$ cat config.mk
export PLATFORM = sky130hd
export DESIGN_NAME = btb_top
export DESIGN_NICKNAME = d
export VERILOG_FILES = /design/src/common/btb_addr_pkg.sv /design/src/common/btb_entry_pkg.sv /design/src/common/btb_ctrl_if.sv /design/src/hw/btb_control.sv /design/src/hw/btb_datapath/btb_datapath.sv /design/src/hw/btb_top.sv
export VERILOG_INCLUDE_DIRS = /design/src /design/src/common
export SDC_FILE = /design/constraint.sdc
export NUM_CORES = 1
export LEC_CHECK = 0
export BUFFER_PORTS_ARGS = -buffer_cell sky130_fd_sc_hd__buf_2
export CAP_MARGIN = 40
export CORE_UTILIZATION = 46
export DETAILED_ROUTE_END_ITERATION = 10
export PLACE_DENSITY = 0.61
export SLEW_MARGIN = 30
export SYNTH_ARGS = -nofsm -noshare
export SYNTH_HDL_FRONTEND = slang
export SYNTH_SLANG_ARGS = --single-unit
$ cat constraint.sdc
create_clock -name clk -period 7.1 [get_ports clk]
set_input_delay 1.42 -clock clk [delete_from_list [all_inputs] [get_ports clk]]
set_output_delay 1.42 -clock clk [all_outputs]
set_load 0.01 [all_outputs]
$ cat src/common/btb_cfg.svh
`ifndef BTB_CFG_SVH
`define BTB_CFG_SVH

// **************************************************
// Geometry of the branch target buffer.
// **************************************************

// Byte offset bits below the set index.
`define BTB_S_OFFSET 2

// Set index bits, 8 sets.
`define BTB_S_INDEX 3

// Fetch PC and target width.
`define BTB_PC_WIDTH 32

// Tag width follows from the three above.

`endif

$ cat src/common/btb_addr_pkg.sv
`default_nettype none

`include "btb_cfg.svh"

package btb_addr_pkg;

    typedef logic [`BTB_PC_WIDTH-1:0] pc_t;    // Fetch PC.
    typedef logic [`BTB_S_INDEX-1:0]  index_t; // Set select.
    typedef logic [`BTB_PC_WIDTH-`BTB_S_INDEX-`BTB_S_OFFSET-1:0] tag_t; // Upper PC bits.

    // Set index field of a fetch PC.
    function automatic index_t pc_index(input pc_t pc);
        return pc[`BTB_S_OFFSET +: `BTB_S_INDEX];    // Bits just above the offset.
    endfunction

    // Tag field of a fetch PC.
    function automatic tag_t pc_tag(input pc_t pc);
        return pc[`BTB_PC_WIDTH-1 -: $bits(tag_t)];  // Everything above the index.
    endfunction

endpackage

`default_nettype wire

$ cat src/common/btb_entry_pkg.sv
`default_nettype none

`include "btb_cfg.svh"

package btb_entry_pkg;

    // Predicted branch target, full PC width.
    typedef logic [`BTB_PC_WIDTH-1:0] target_t;

    // Way number, 1 bit for two ways.
    // Also the type of the per-set LRU bit.
    typedef logic way_t;

endpackage

`default_nettype wire

$ cat src/common/btb_ctrl_if.sv
`timescale 1ns/1ps
`default_nettype none

interface btb_ctrl_if;

    logic set_valid;    // Mark the chosen way valid.
    logic load_tag;     // Write the tag of the chosen way.
    logic load_data;    // Write the target of the chosen way.
    logic set_lru;      // Point the LRU away from the chosen way.
    logic hit;          // Tag match in either valid way.

    // Controller side.
    modport ctrl (
        output set_valid,
        output load_tag,
        output load_data,
        output set_lru,
        input  hit
    );

    // Datapath side.
    modport dp (
        input  set_valid,
        input  load_tag,
        input  load_data,
        input  set_lru,
        output hit
    );

endinterface

`default_nettype wire

$ cat src/hw/btb_control.sv
`timescale 1ns/1ps
`default_nettype none

module btb_control (
    input  logic mem_read,    // Lookup strobe.
    input  logic mem_write,   // Update strobe.
    btb_ctrl_if.ctrl ctrl     // Array strobes out, hit back.
);

    logic set_valid;          // Decoded strobes.
    logic load_tag;
    logic load_data;
    logic set_lru;

    // **************************************************
    // Request decode, no state and no latency.
    // **************************************************
    always_comb begin : strobe_decode
        // All strobes idle.
        set_valid = 1'b0;
        load_tag  = 1'b0;
        load_data = 1'b0;
        set_lru   = 1'b0;
        unique case ({mem_write, mem_read})
            2'b00: ;                          // Idle.
            2'b01: set_lru = ctrl.hit;        // Missed lookup leaves LRU alone.
            2'b10: begin                      // Update only.
                set_valid = 1'b1;
                load_tag  = 1'b1;
                load_data = 1'b1;
                set_lru   = 1'b1;
            end
            2'b11: begin                      // Write wins, lookup sees old data.
                set_valid = 1'b1;
                load_tag  = 1'b1;
                load_data = 1'b1;
                set_lru   = 1'b1;
            end
            default: ;
        endcase
    end

    assign ctrl.set_valid = set_valid;
    assign ctrl.load_tag  = load_tag;
    assign ctrl.load_data = load_data;
    assign ctrl.set_lru   = set_lru;

endmodule

`default_nettype wire

$ cat src/hw/btb_datapath/btb_datapath.sv
`timescale 1ns/1ps
`default_nettype none

module btb_datapath (
    input  logic                   clk,
    input  logic                   rst_n,
    input  btb_addr_pkg::pc_t      pc,           // Lookup and update address.
    input  btb_entry_pkg::target_t wr_target,    // Resolved target to store.
    input  logic                   mem_read,     // Loads the response register.
    btb_ctrl_if.dp                 dp,           // Strobes in, hit out.
    output logic                   resp_valid,   // Read answered.
    output logic                   resp_hit,     // Read found an entry.
    output btb_entry_pkg::target_t resp_target   // Predicted target.
);

    import btb_addr_pkg::*;
    import btb_entry_pkg::*;

    localparam int NUM_SETS = 2 ** $bits(index_t);    // Sets in each way.
    localparam int NUM_WAYS = 2 ** $bits(way_t);      // Two ways.

    // **************************************************
    // Storage.
    // **************************************************
    logic [NUM_WAYS-1:0] valid_q [NUM_SETS];            // Valid per set, one bit per way.
    way_t                lru_q   [NUM_SETS];            // Least recently used way.
    tag_t                tag_q    [NUM_WAYS][NUM_SETS]; // Stored tags.
    target_t             target_q [NUM_WAYS][NUM_SETS]; // Stored targets.

    // **************************************************
    // Lookup.
    // **************************************************
    index_t              idx;        // Set of the current PC.
    tag_t                cur_tag;    // Tag of the current PC.
    logic [NUM_WAYS-1:0] way_hit;    // Per way match.
    way_t                hit_way;    // Matching way.
    way_t                use_way;    // Way touched by this request.
    target_t             rd_target;  // Target of the matching way.

    assign idx     = pc_index(pc);
    assign cur_tag = pc_tag(pc);

    always_comb begin : tag_compare
        for (int w = 0; w < NUM_WAYS; w++) begin
            way_hit[w] = valid_q[idx][w] && (tag_q[w][idx] == cur_tag);  // Valid and equal.
        end
    end

    assign dp.hit  = |way_hit;                  // Either way matches.
    assign hit_way = way_t'(way_hit[1]);        // Way 1 or else way 0.

    // Hit way if present, LRU way otherwise.
    assign use_way = dp.hit ? hit_way : lru_q[idx];

    assign rd_target = target_q[hit_way][idx];  // Meaningful only on hit.

    // **************************************************
    // Array updates.
    // **************************************************

    // Valid bits and LRU clear on reset.
    always_ff @(posedge clk or negedge rst_n) begin
        if (!rst_n) begin
            for (int s = 0; s < NUM_SETS; s++) begin
                valid_q[s] <= '0;      // Empty buffer.
                lru_q[s]   <= '0;      // Way 0 replaced first.
            end
        end else begin
            if (dp.set_valid) begin
                valid_q[idx][use_way] <= 1'b1;
            end
            if (dp.set_lru) begin
                lru_q[idx] <= ~use_way;   // Point at the other way.
            end
        end
    end

    // Tag and target payload.
    always_ff @(posedge clk) begin
        if (dp.load_tag) begin
            tag_q[use_way][idx] <= cur_tag;
        end
        if (dp.load_data) begin
            target_q[use_way][idx] <= wr_target;
        end
    end

    // **************************************************
    // Response register, one cycle after the read.
    // **************************************************
    always_ff @(posedge clk or negedge rst_n) begin
        if (!rst_n) begin
            resp_valid <= 1'b0;
            resp_hit   <= 1'b0;
        end else begin
            resp_valid <= mem_read;             // One cycle pulse per read.
            resp_hit   <= mem_read & dp.hit;    // Only with a valid response.
        end
    end

    always_ff @(posedge clk) begin
        if (mem_read) begin
            resp_target <= dp.hit ? rd_target : '0;  // Zero on a miss.
        end
    end

endmodule

`default_nettype wire

$ cat src/hw/btb_top.sv
`timescale 1ns/1ps
`default_nettype none

module btb_top (
    input  logic                   clk,
    input  logic                   rst_n,
    input  logic                   mem_read,     // Lookup strobe.
    input  logic                   mem_write,    // Update strobe.
    input  btb_addr_pkg::pc_t      pc,           // Fetch or branch PC.
    input  btb_entry_pkg::target_t wr_target,    // Resolved target.
    output logic                   resp_valid,   // Lookup answered.
    output logic                   resp_hit,     // Lookup found an entry.
    output btb_entry_pkg::target_t resp_target   // Predicted target.
);

    // **************************************************
    // Strobes between controller and arrays.
    // **************************************************
    btb_ctrl_if ctrl_if ();

    // Request decode.
    btb_control u_control (
        .mem_read  (mem_read),
        .mem_write (mem_write),
        .ctrl      (ctrl_if.ctrl)
    );

    // Arrays, compare and response.
    btb_datapath u_datapath (
        .clk         (clk),
        .rst_n       (rst_n),
        .pc          (pc),
        .wr_target   (wr_target),
        .mem_read    (mem_read),
        .dp          (ctrl_if.dp),
        .resp_valid  (resp_valid),
        .resp_hit    (resp_hit),
        .resp_target (resp_target)
    );

endmodule

`default_nettype wire

## After elaboration in Yosys (flattened, before gate mapping)

Memory sizes are Yosys's and may differ from the RTL's.
Cells that the tools add are included.

| operators by class | value |
|---|---|
| $add $sub $neg | 0 |
| multipliers | 0 |
| divide/modulo/power cells | 0 |
| magnitude comparators | 4 |
| equality and inequality tests | 5 |
| shifts and indexed selects | 0 |
| mux-type cells | 32 |
| bitwise operators | 4 |
| reductions and logical operators | 6 |

Operator list:

| cell | count |
|---|---|
| $mux 256 | 1 |
| $mux 216 | 1 |
| $bmux 27 s3 | 2 |
| $mux 27 | 5 |
| $bmux 32 s3 | 1 |
| $demux 32 s3 | 1 |
| $mux 32 | 3 |
| $demux 27 s3 | 1 |
| $eq 27x27->1 | 2 |
| $or 16x16->16 | 1 |
| $bwmux 8 | 1 |
| $mux 1 | 7 |
| $bmux 2 s3 | 1 |
| $demux 2 s3 | 1 |
| $mux 2 | 3 |
| $eq 2x2->1 const B | 2 |
| $ge 4x4->1 const B | 1 |
| $logic_and 1x1->1 | 4 |
| $lt 4x1->1 const B | 1 |
| $not 3->4 | 1 |
| $reduce_or 2->1 | 2 |
| $bmux 1 s3 | 1 |
| $demux 1 s3 | 1 |
| $eq 2x1->1 const B | 1 |
| 6 further kinds | 6 |

| word-level totals | value |
|---|---|
| bits in registers | 58 |
| latch bits | 0 |
| bits in writable memories | 944 |
| memory bits (read-only) | 0 |
| input port bits | 68 |
| output and inout bits | 34 |
| logic and storage cells | 72 |
| memories kept | 2 |

Memory list:

| memory | depth | bits a word | rd ports | clocked after Yosys merged registers in | wr ports | RTL line | text |
|---|---|---|---|---|---|---|---|
| u_datapath.target_q | 2 | 256 | 1 | 0 | 1 | btb_datapath.sv:28 | `target_t target_q [NUM_WAYS][NUM_SETS];` |
| u_datapath.tag_q | 2 | 216 | 2 | 0 | 1 | btb_datapath.sv:27 | `tag_t tag_q [NUM_WAYS][NUM_SETS];` |

## Logic depth before layout (Yosys ltp)

Gate-level depths: netlist (run 1).

| logic depth | value |
|---|---|
| depth after elaboration | 15 |
| depth in mapped cells | 19 |
| mapped depth without buffers | 10 |

## By module

A second synthesis (run 1) with hierarchy kept.

| unflattened totals | value |
|---|---|
| cells, all modules | 2,060 |
| area, all modules | 39,178.8 µm² |

Modules (own cells, without submodules):

| module | instances | cells an instance | area each (µm²) | sequential area each (µm²) |
|---|---|---|---|---|
| btb_datapath | 1 | 2,056 | 39,152.6 | 29,958.7 |
| btb_control | 1 | 4 | 26.3 | 0.0 |

## Worst setup path after synthesis (run 1)

Ideal clock, no wire load.

| timing path | value |
|---|---|
| kind | input to register |
| from | input pc[4] |
| to | memory u_datapath.tag_q[1][162] in the netlist's numbering (enable) |
| library setup time | 0.476 ns |
| arrival | 6.821 ns |
| required time | 6.624 ns |
| setup slack | -0.197 ns |
| cell stages on the path | 16 |
| buffers on the path | 7 |
| path through | buf_4 buf_6 buf_2 buf_1 mux4_2 mux2i_1 xnor2_1 nor4_1 nand3_1 nor4_4 o21ba_2 buf_2 nand2b_1 clkbuf_1 buf_2 nor2_1 |

| on the way | value |
|---|---|
| cells in the longest elaborated chain, start to end | 8 |
| elaborated cells between the ends (all ways) | 25 |
| those cells by class | order compare (2); eq/ne (2); mux (16); bitwise (1); reduce/logical (4) |

Ends and longest elaborated chain:

| what | RTL line | text |
|---|---|---|
| from (decl) | btb_top.sv:9 | `input btb_addr_pkg::pc_t pc,` |
| $not 3->4 (not written as such) (*) | btb_datapath.sv:45, btb_datapath.sv:53, btb_datapath.sv:81 |  |
| $bmux 27 s3 | btb_datapath.sv:45 | `way_hit[w] = valid_q[idx][w] && (tag_q[w][idx] == cur_tag);` |
| $mux 27 (not written as such) (2 in series) | btb_datapath.sv:45 |  |
| $eq 27x27->1 | btb_datapath.sv:45 |  |
| $logic_and 1x1->1 | btb_datapath.sv:45 |  |
| $reduce_or 2->1 | btb_datapath.sv:49 | `assign dp.hit = \|way_hit;` |
| $mux 1 | btb_datapath.sv:53 | `assign use_way = dp.hit ? hit_way : lru_q[idx];` |
| to (decl) | btb_datapath.sv:27 |  |

Every way passes the cells marked *; elsewhere a longest branch is shown, timed or not. The select of a mux whose other input is x is not followed.

## Worst setup path after layout (run 1)

| timing path | value |
|---|---|
| from | input pc[3] |
| to | register u_datapath.resp_target[29], data pin |

| on the way | value |
|---|---|
| cells in the longest elaborated chain, start to end | 10 |
| elaborated cells between the ends (all ways) | 19 |
| those cells by class | eq/ne (2); mux (12); bitwise (1); reduce/logical (3); memory (1) |

Ends and longest elaborated chain:

| what | RTL line | text |
|---|---|---|
| $not 3->4 (not written as such) (*) | btb_datapath.sv:45, btb_datapath.sv:55 |  |
| $bmux 27 s3 | btb_datapath.sv:45 |  |
| $mux 27 (not written as such) (2 in series) | btb_datapath.sv:45 |  |
| $eq 27x27->1 | btb_datapath.sv:45 |  |
| $logic_and 1x1->1 | btb_datapath.sv:45 |  |
| $mem_v2 2x256 | -- |  |
| $bmux 32 s3 | btb_datapath.sv:55 | `assign rd_target = target_q[hit_way][idx];` |
| $mux 32 (not written as such) (2 in series) | btb_datapath.sv:55 |  |
| to (signal assigned) | btb_datapath.sv:103 | `resp_target <= dp.hit ? rd_target : '0;` |
| to (decl) | btb_datapath.sv:13 | `output btb_entry_pkg::target_t resp_target` |

Marked as above.
A chain may end at the register's enable or synchronous reset.

==> flow_metrics.py, run 1 <==
metrics = {
    "status": {
        "status": "complete, no violations",
    },
    "floorplan": {
        "dieWidth_um": 292,
        "core_area_mm2": 0.0826,
        "fp-row-count": 105,
        "io_pins": 102,
        "die_h_um": 292,
        "start_util_pct": 46.7,
        "die-area_mm2": 0.0851,
    },
    "clock_tree": {
        "clock_latency_ns": 0.67,
        "clock-root-buffer": "clkbuf_16",
        "clk_pin_slew_ns": 0.06,
        "tritoncts": "done",
        "cts_setup_buffers": 0,
        "hold_buffers": 0,
        "cts-resized-gates": 0,
        "cts_buffers": 103,
        "h-tree-depth": 3,
        "clockBufferDepth": 3,
        "numClockSinks": 1002,
    },
    "logic_synthesis": {
        "seq_area_frac_synth_pct": 77.6,
        "ys_ff_latch": 1002,
        "synth_ff_type": "edfxtp_1",
        "ys_types": 60,
        "yosys_warnings": 0,
        "synthCells": 1971,
        "synth_nets": 2039,
        "synth_area_mm2": 0.0386,
        "synth_area_leader_cell": "edfxtp_1",
        "avgSynthCellArea_um2": 19.6,
        "yosysTopAreaCellShare_pct": 75.9,
        "synthTopCellsByArea": "edfxtp_1, mux2i_1, mux4_2",
        "synth_enable_flop_cells": 976,
        "async_flop_share_pct": 2.59,
    },
    "worst_setup_path": {
        "crit_path_frequent_cell": "buf_4",
        "crit_type": "in -> reg",
        "worstPathMaxFanout": 47,
        "worstPathCellList": "buf_4 > inv_1 > a221oi_1 > o22ai_1 > a2111oi_0 > buf_1 > buf_4 > or4b_1 > nor4_4 > buf_4 > buf_12 > buf_4 > mux2i_1 > a221oi_1 > o21ai_0 > a21oi_1",
        "cp.required_ns": 7.62,
        "slowest_delay_ns": 0.57,
        "cp_slowest_cell": "a2111oi_0",
        "critPathCaptureType": "flop",
        "start_kind": "input port",
        "crit_arrival_ns": 6.28,
    },
    "final_layout": {
        "fillers": 6420,
        "syn2layout_area_growth_pct": 14.5,
        "layout-drive-gt1-share_pct": 21.5,
        "fin_nets": 2221,
    },
    "pwr": {
        "power.density_mw_per_mm2": 284,
        "p_leak_nw": 14.0,
        "peakVddDrop_mv": 0.234,
        "finalPower_mw": 12.6,
    },
    "timing": {
        "slew_viol_final": 0,
        "finalSetupViolations": 0,
        "skew_ns": 0.0388,
        "rsz0062_at_grt": "no",
        "finalCriticalPeriod_ns": 5.76,
        "max_freq_mhz": 173,
        "fin_crit_sh_pct": 81.2,
        "hold-worst-slack_ns": 0.467,
        "worstMarginPinSlew_ns": 0.839,
        "maxSlewHeadroom_pct": 43.9,
        "hold_viol": 0,
    },
    "placed_design": {
        "gp_congestion": 0.754,
        "port_buffers": 99,
        "hpwlAfterDp_mm": 50.2,
    },
    "global_route": {
        "grt_pass1_wl_mm": 136,
        "grt_pass1_vias": 20300,
        "antenna_found_initial": 6,
        "grt.overflow.total": 0,
        "grt_start_max_net_pins": 60,
        "track_usage_pct": 22.0,
    },
    "routing": {
        "firstDrtPassIters": 8,
        "ant_nets": 0,
        "vias_per_cell": 5.94,
        "drc": 0,
        "totalWireLength_mm": 93.1,
        "vias": 19600,
        "wl_per_cell_um": 28.1,
        "drt_iter0_markers": 1913,
    },
    "hold_path": {
        "worstHoldPathType": "reg -> reg",
    },
    "flow_run": {
        "cap_violations": 0,
    },
}
-- metal layers --
metal / track usage (%) / vias up / wire (um) / part of all wire, %
li1: - / 8476 / - / -
met4: 5.89 / 10 / 2120 / 2.3
met5: 0 / - / 62 / 0.067
met1: 31.0 / 10300 / 40400 / 43
met2: 35.1 / 688 / 44500 / 48
met3: 4.14 / 160 / 6040 / 6.5
-- power breakdown --
group / switching (mW) / internal [mW] / total [mW]
sequential: 0.0478 / 6.66 / 6.71
combinational: 0.462 / 0.241 / 0.703
clock: 2.19 / 2.95 / 5.14
total: 2.70 / 9.85 / 12.6
-- flip-flops by register name, summed over array words and instances, names as in the netlist --
register	count
u_datapath.lru_q	8
u_datapath.tag_q	432
u_datapath.resp_valid	1
u_datapath.resp_target	32
u_datapath.resp_hit	1
u_datapath.target_q	512
u_datapath.valid_q	16
-- stage by stage --
stage	worst slack [ns]	setup TNS, ns	utilization, %	instances	area, um2
after CTS	1.41	0	53.5	3308	44200
after global routing	1.07	0	53.5	3308	44200
final	1.34	0	53.5	3309	44200
after detailed placement	0.717	0	49.6	3118	41000
after floorplan	-0.187	-120.66	-	1971	38600
after global placement	0.500	0	49.6	3116	41000
-- final timing paths --
check | start | to | slack (ns) | cells after the start
setup / recovery | pc[3] | u_datapath.resp_target[29] | 1.34 | 16
hold / removal | u_datapath.valid_q[9] | u_datapath.valid_q[9] | 0.47 | 2
hold reg to reg | u_datapath.valid_q[9] | u_datapath.valid_q[9] | 0.47 | 2
min in group asynchronous | rst_n | u_datapath.resp_valid | 0.80 | 1
setup reg to reg | u_datapath.valid_q[7] | u_datapath.resp_target[29] | 2.45 | 15
max in group asynchronous | rst_n | u_datapath.valid_q[6] | 5.80 | 1
-- placed cells by master, fill, tap and decap left out, types with 25 or more instances in the layout --
master / instances
a221oi_1: 46
a22oi_1: 55
buf_2: 96
buf_4: 61
clkbuf_1: 25
clkbuf_16: 106
clkinv_1: 30
dfrtp_1: 26
edfxtp_1: 976
mux2_2: 37
mux2i_1: 225
mux4_2: 92
nand2_1: 47
nor2_1: 29
o22ai_1: 47
xnor2_1: 29
-- synth_stat cells (6+ instances only) --
| cell type | number |
|---|---|
| nor2b_1 | 6 |
| buf_1 | 10 |
| a22oi_1 | 55 |
| a31oi_1 | 13 |
| o22ai_1 | 47 |
| inv_1 | 9 |
| a21oi_1 | 23 |
| nand2_1 | 49 |
| buf_2 | 35 |
| xor2_1 | 16 |
| nor4_1 | 7 |
| buf_4 | 18 |
| mux4_2 | 92 |
| o21ai_0 | 22 |
| a221oi_1 | 46 |
| and3_1 | 6 |
| a211oi_1 | 12 |
| o21ai_1 | 7 |
| and2_1 | 8 |
| dfrtp_1 | 26 |
| xnor2_1 | 29 |
| o22a_1 | 14 |
| nand3_1 | 6 |
| nor2_1 | 46 |
| mux2_2 | 37 |
| edfxtp_1 | 976 |
| o21bai_1 | 16 |
| mux2_1 | 8 |
| clkbuf_1 | 40 |
| mux2i_1 | 225 |
| a222oi_1 | 6 |
-- cell families (layout without fill, tap and decap cells) --
logic type | Yosys count | in the layout | share of synthesized area (%)
DFF | 1002 | 1002 | 77.6
muxes | 362 | 362 | 12.5
AOI/OAI and AO/OA | 288 | 288 | 5.42
and+or+nand+nor | 158 | 158 | 2.00
buffers and inverters | 116 | 383 | 1.49
xor gates and xnor gates | 45 | 45 | 1.02
other | 0 | 1 | 0
-- layout make-up --
| cell class | count | area [um2] | area share [%] |
|---|---|---|---|
| Antenna cell | 1 | 2.50 | 0.00566 |
| Clock buffer | 131 | 2750 | 6.21 |
| Clock inverter | 59 | 468 | 1.06 |
| Inverter | 9 | 33.8 | 0.0764 |
| Multi-Input combinational cell | 853 | 8240 | 18.6 |
| Sequential cell | 1002 | 30000 | 67.7 |
| Tap cell | 1070 | 1340 | 3.03 |
| Timing Repair Buffer | 184 | 1440 | 3.25 |
-- worst max-delay path, delay by kind of cell --
family                 cells  cell delay, ns
buffers and inverters      7            1.96
AO/OA/AOI/OAI              6            1.80
AND/OR/NAND/NOR            2            0.87
multiplexers               1            0.10
No activity file was read; power rests on OpenSTA's default activity.
==> inputs of run 2 (changes only) <==
- ABC_AREA: not set -> 1
- PLACE_DENSITY: 0.61 -> 0.63
- clock period: 7.1 -> 5.2 ns (I/O delays scaled with it)
==> run 2 against run 1 <==
  * Global-route usage grew 2.1 points
  * Die area grew 12%
  * Clock skew grew 0.0092 ns
  * Count of clock-buffer cells in the layout grew 12
  * Highest routed layer unchanged
==> flow_metrics.py, run 2 <==
metrics = {
    "status": {
        "status": "complete, no violations",
    },
    "floorplan": {
        "io_pins": 102,
        "die-area_mm2": 0.0955,
        "die_h_um": 309,
        "fp-row-count": 112,
        "start_util_pct": 46.5,
        "dieWidth_um": 309,
        "core_area_mm2": 0.0933,
    },
    "clock_tree": {
        "h-tree-depth": 3,
        "cts_setup_buffers": 0,
        "cts_buffers": 105,
        "clock_latency_ns": 0.70,
        "tritoncts": "done",
        "clock-root-buffer": "clkbuf_16",
        "numClockSinks": 1002,
        "cts-resized-gates": 0,
        "clockBufferDepth": 3,
        "hold_buffers": 0,
        "clk_pin_slew_ns": 0.06,
    },
    "pwr": {
        "p_leak_nw": 21.0,
        "intPower_mw": 13.4,
        "seq_power_share_pct": 52.3,
        "pwr-share-comb_pct": 6.2,
        "clkPwrFrac_pct": 41.5,
        "power.density_mw_per_mm2": 348,
        "swShare_pct": 22.7,
        "p_sw_mw": 3.94,
        "finalPower_mw": 17.4,
        "peakVddDrop_mv": 0.311,
    },
    "timing": {
        "maxSlewHeadroom_pct": 48.4,
        "worst_slack_ns": 0.833,
        "skew_ns": 0.0481,
        "slew_viol_final": 0,
        "max_freq_mhz": 229,
        "finalSetupViolations": 0,
        "rsz0062_at_grt": "no",
        "finalCriticalPeriod_ns": 4.37,
        "hold_viol": 0,
        "fin_crit_sh_pct": 84.0,
        "worstMarginPinSlew_ns": 0.774,
    },
    "logic_synthesis": {
        "synthCells": 4165,
        "synth_ff_type": "edfxtp_1",
        "ys_types": 31,
        "seq_area_frac_synth_pct": 69.1,
        "synth_nets": 4233,
        "avgSynthCellArea_um2": 10.4,
        "async_flop_share_pct": 2.59,
        "ys_ff_latch": 1002,
        "synth_area_leader_cell": "edfxtp_1",
        "synth_enable_flop_cells": 976,
        "synth_area_mm2": 0.0434,
        "yosys.cell_count.top_type": "nand2_1",
        "ys_top_cells_by_count": "nand2_1, edfxtp_1, inv_1",
        "yosys_warnings": 0,
        "synthTopCellsByArea": "edfxtp_1, nand2_1, nand3_1",
        "yosysTopAreaCellShare_pct": 67.6,
    },
    "global_route": {
        "grt_pass1_vias": 27500,
        "antenna_found_initial": 9,
        "grt.overflow.total": 0,
        "grt_start_max_net_pins": 114,
        "grt_pass1_wl_mm": 170,
        "track_usage_pct": 24.1,
    },
    "routing": {
        "vias_per_cell": 5.15,
        "wl_per_cell_um": 20.1,
        "vias": 29200,
        "totalWireLength_mm": 114,
        "drt_iter0_markers": 2619,
        "ant_nets": 0,
        "drc": 0,
        "firstDrtPassIters": 6,
    },
    "placed_design": {
        "gp_congestion": 0.917,
        "dp_slack_ns": 0.223,
        "hpwlAfterDp_mm": 66.3,
        "port_buffers": 99,
        "dp_cells": 5467,
    },
    "worst_setup_path": {
        "cp_slowest_cell": "inv_2",
        "critPathCaptureType": "flop",
        "crit_arrival_ns": 4.80,
        "start_kind": "input port",
        "crit_type": "in -> reg",
        "cp.required_ns": 5.64,
        "slowest_delay_ns": 0.58,
        "crit_family": "simple AND/OR/NAND/NOR gates",
        "crit_path_frequent_cell": "nand2_1",
        "path_buf_inv": 5,
        "worstPathMaxFanout": 113,
        "worstPathCellList": "buf_2 > buf_4 > nand2_1 > inv_2 > nand3_1 > nand2_1 > inv_1 > nand2_1 > nand2_1 > nand2_1 > nand2_1 > nor2_1 > nand2_1 > nor2_4 > buf_12 > nand3_1 > nand3_1 > nand2_1 > nand2_1 > nand2_1 > nor2_1 > nor2_1",
    },
    "final_layout": {
        "final_cell_mix": "nand2_1, edfxtp_1, inv_1",
        "layout-drive-gt1-share_pct": 9.90,
        "largest_register_ffs": 512,
        "syn2layout_area_growth_pct": 15.1,
        "final_core_util_pct": 53.5,
        "seqCellArea_mm2": 0.0300,
        "regMostFlops": "u_datapath.target_q",
        "stdcell_count": 5664,
        "fin_nets": 4388,
        "multi_input_area_mm2": 0.0102,
        "reg_top3": "u_datapath.target_q: 512 flops, u_datapath.tag_q: 432 flops, u_datapath.resp_target: 32 flops",
        "fillers": 8008,
        "final_common_cell": "nand2_1",
    },
    "hold_path": {
        "worstHoldPathType": "in -> async",
    },
    "flow_run": {
        "cap_violations": 0,
    },
}
[run 2: changes by cell type after synthesis, moves of 24 or more]
cell / change
inv_1: +644
mux2_2: -37
a221oi_1: -46
buf_2: +63
mux2i_1: -225
mux4_2: -92
nand3_1: +495
nor2_1: +195
nand3b_1: +123
o22ai_1: -42
o21ai_0: +24
nand2_1: +1215
a22oi_1: -52
xnor2_1: -29
[run 2: cell families (layout without fill, tap and decap cells)]
family	count (synthesis)	in the layout	synth area share [%]
AND/OR/NAND/NOR	2169	2169	21.5
flip-flops	1002	1002	69.1
buffers and inverters	862	1103	7.78
AO/OA/AOI/OAI	132	132	1.63
other	0	4	0
[run 2: layer usage]
metal | part of all wire [%] | vias up | global-route usage [%] | routed length [um]
met5 | 0.023 | - | 0 | 26
met4 | 3.7 | 4 | 9.15 | 4200
met3 | 6.9 | 233 | 4.18 | 7850
met2 | 48 | 1018 | 39.7 | 54500
met1 | 42 | 14000 | 32.0 | 47400
li1 | - | 13900 | - | -
[run 2: final cells by class]
class	count	area share [%]
Inverter	676	5.10
Sequential cell	1002	60.0
Timing Repair Buffer	234	4.64
Clock inverter	50	1.03
Tap cell	1254	3.14
Multi-Input combinational cell	2301	20.5
Antenna cell	4	0.0200
Clock buffer	143	5.63
[run 2: worst paths after layout]
check | startpoint | to | slack, ns | depth (start not counted)
setup / recovery | pc[3] | u_datapath.resp_target[19] | 0.83 | 22
hold / removal | rst_n | u_datapath.resp_valid | 0.37 | 1
setup reg to reg | u_datapath.tag_q[1][28] | u_datapath.resp_target[26] | 1.84 | 19
hold reg to reg | u_datapath.valid_q[5] | u_datapath.valid_q[5] | 0.46 | 2
max in group asynchronous | rst_n | u_datapath.valid_q[11] | 4.34 | 1
min in group clk | u_datapath.valid_q[5] | u_datapath.valid_q[5] | 0.46 | 2
[run 2: power by group through the flow]
stage	clock, mW	sequential (mW)	combinational (mW)
floorplan	0	9.27	0.544
global placement	0	9.26	1.06
detailed placement	0	9.26	1.07
CTS	7.33	9.10	1.08
global route	7.64	9.11	1.18
finish	7.21	9.10	1.08
[run 2: stage by stage]
stage / hold WS (ns) / area, um2 / setup TNS [ns]
global placement: 0.438 / 46600 / 0
CTS: 0.350 / 49900 / 0
detailed placement: 0.445 / 46600 / 0
floorplan: 0.427 / 43400 / -380.28
global route: 0.379 / 49900 / 0
finish: 0.369 / 49900 / 0
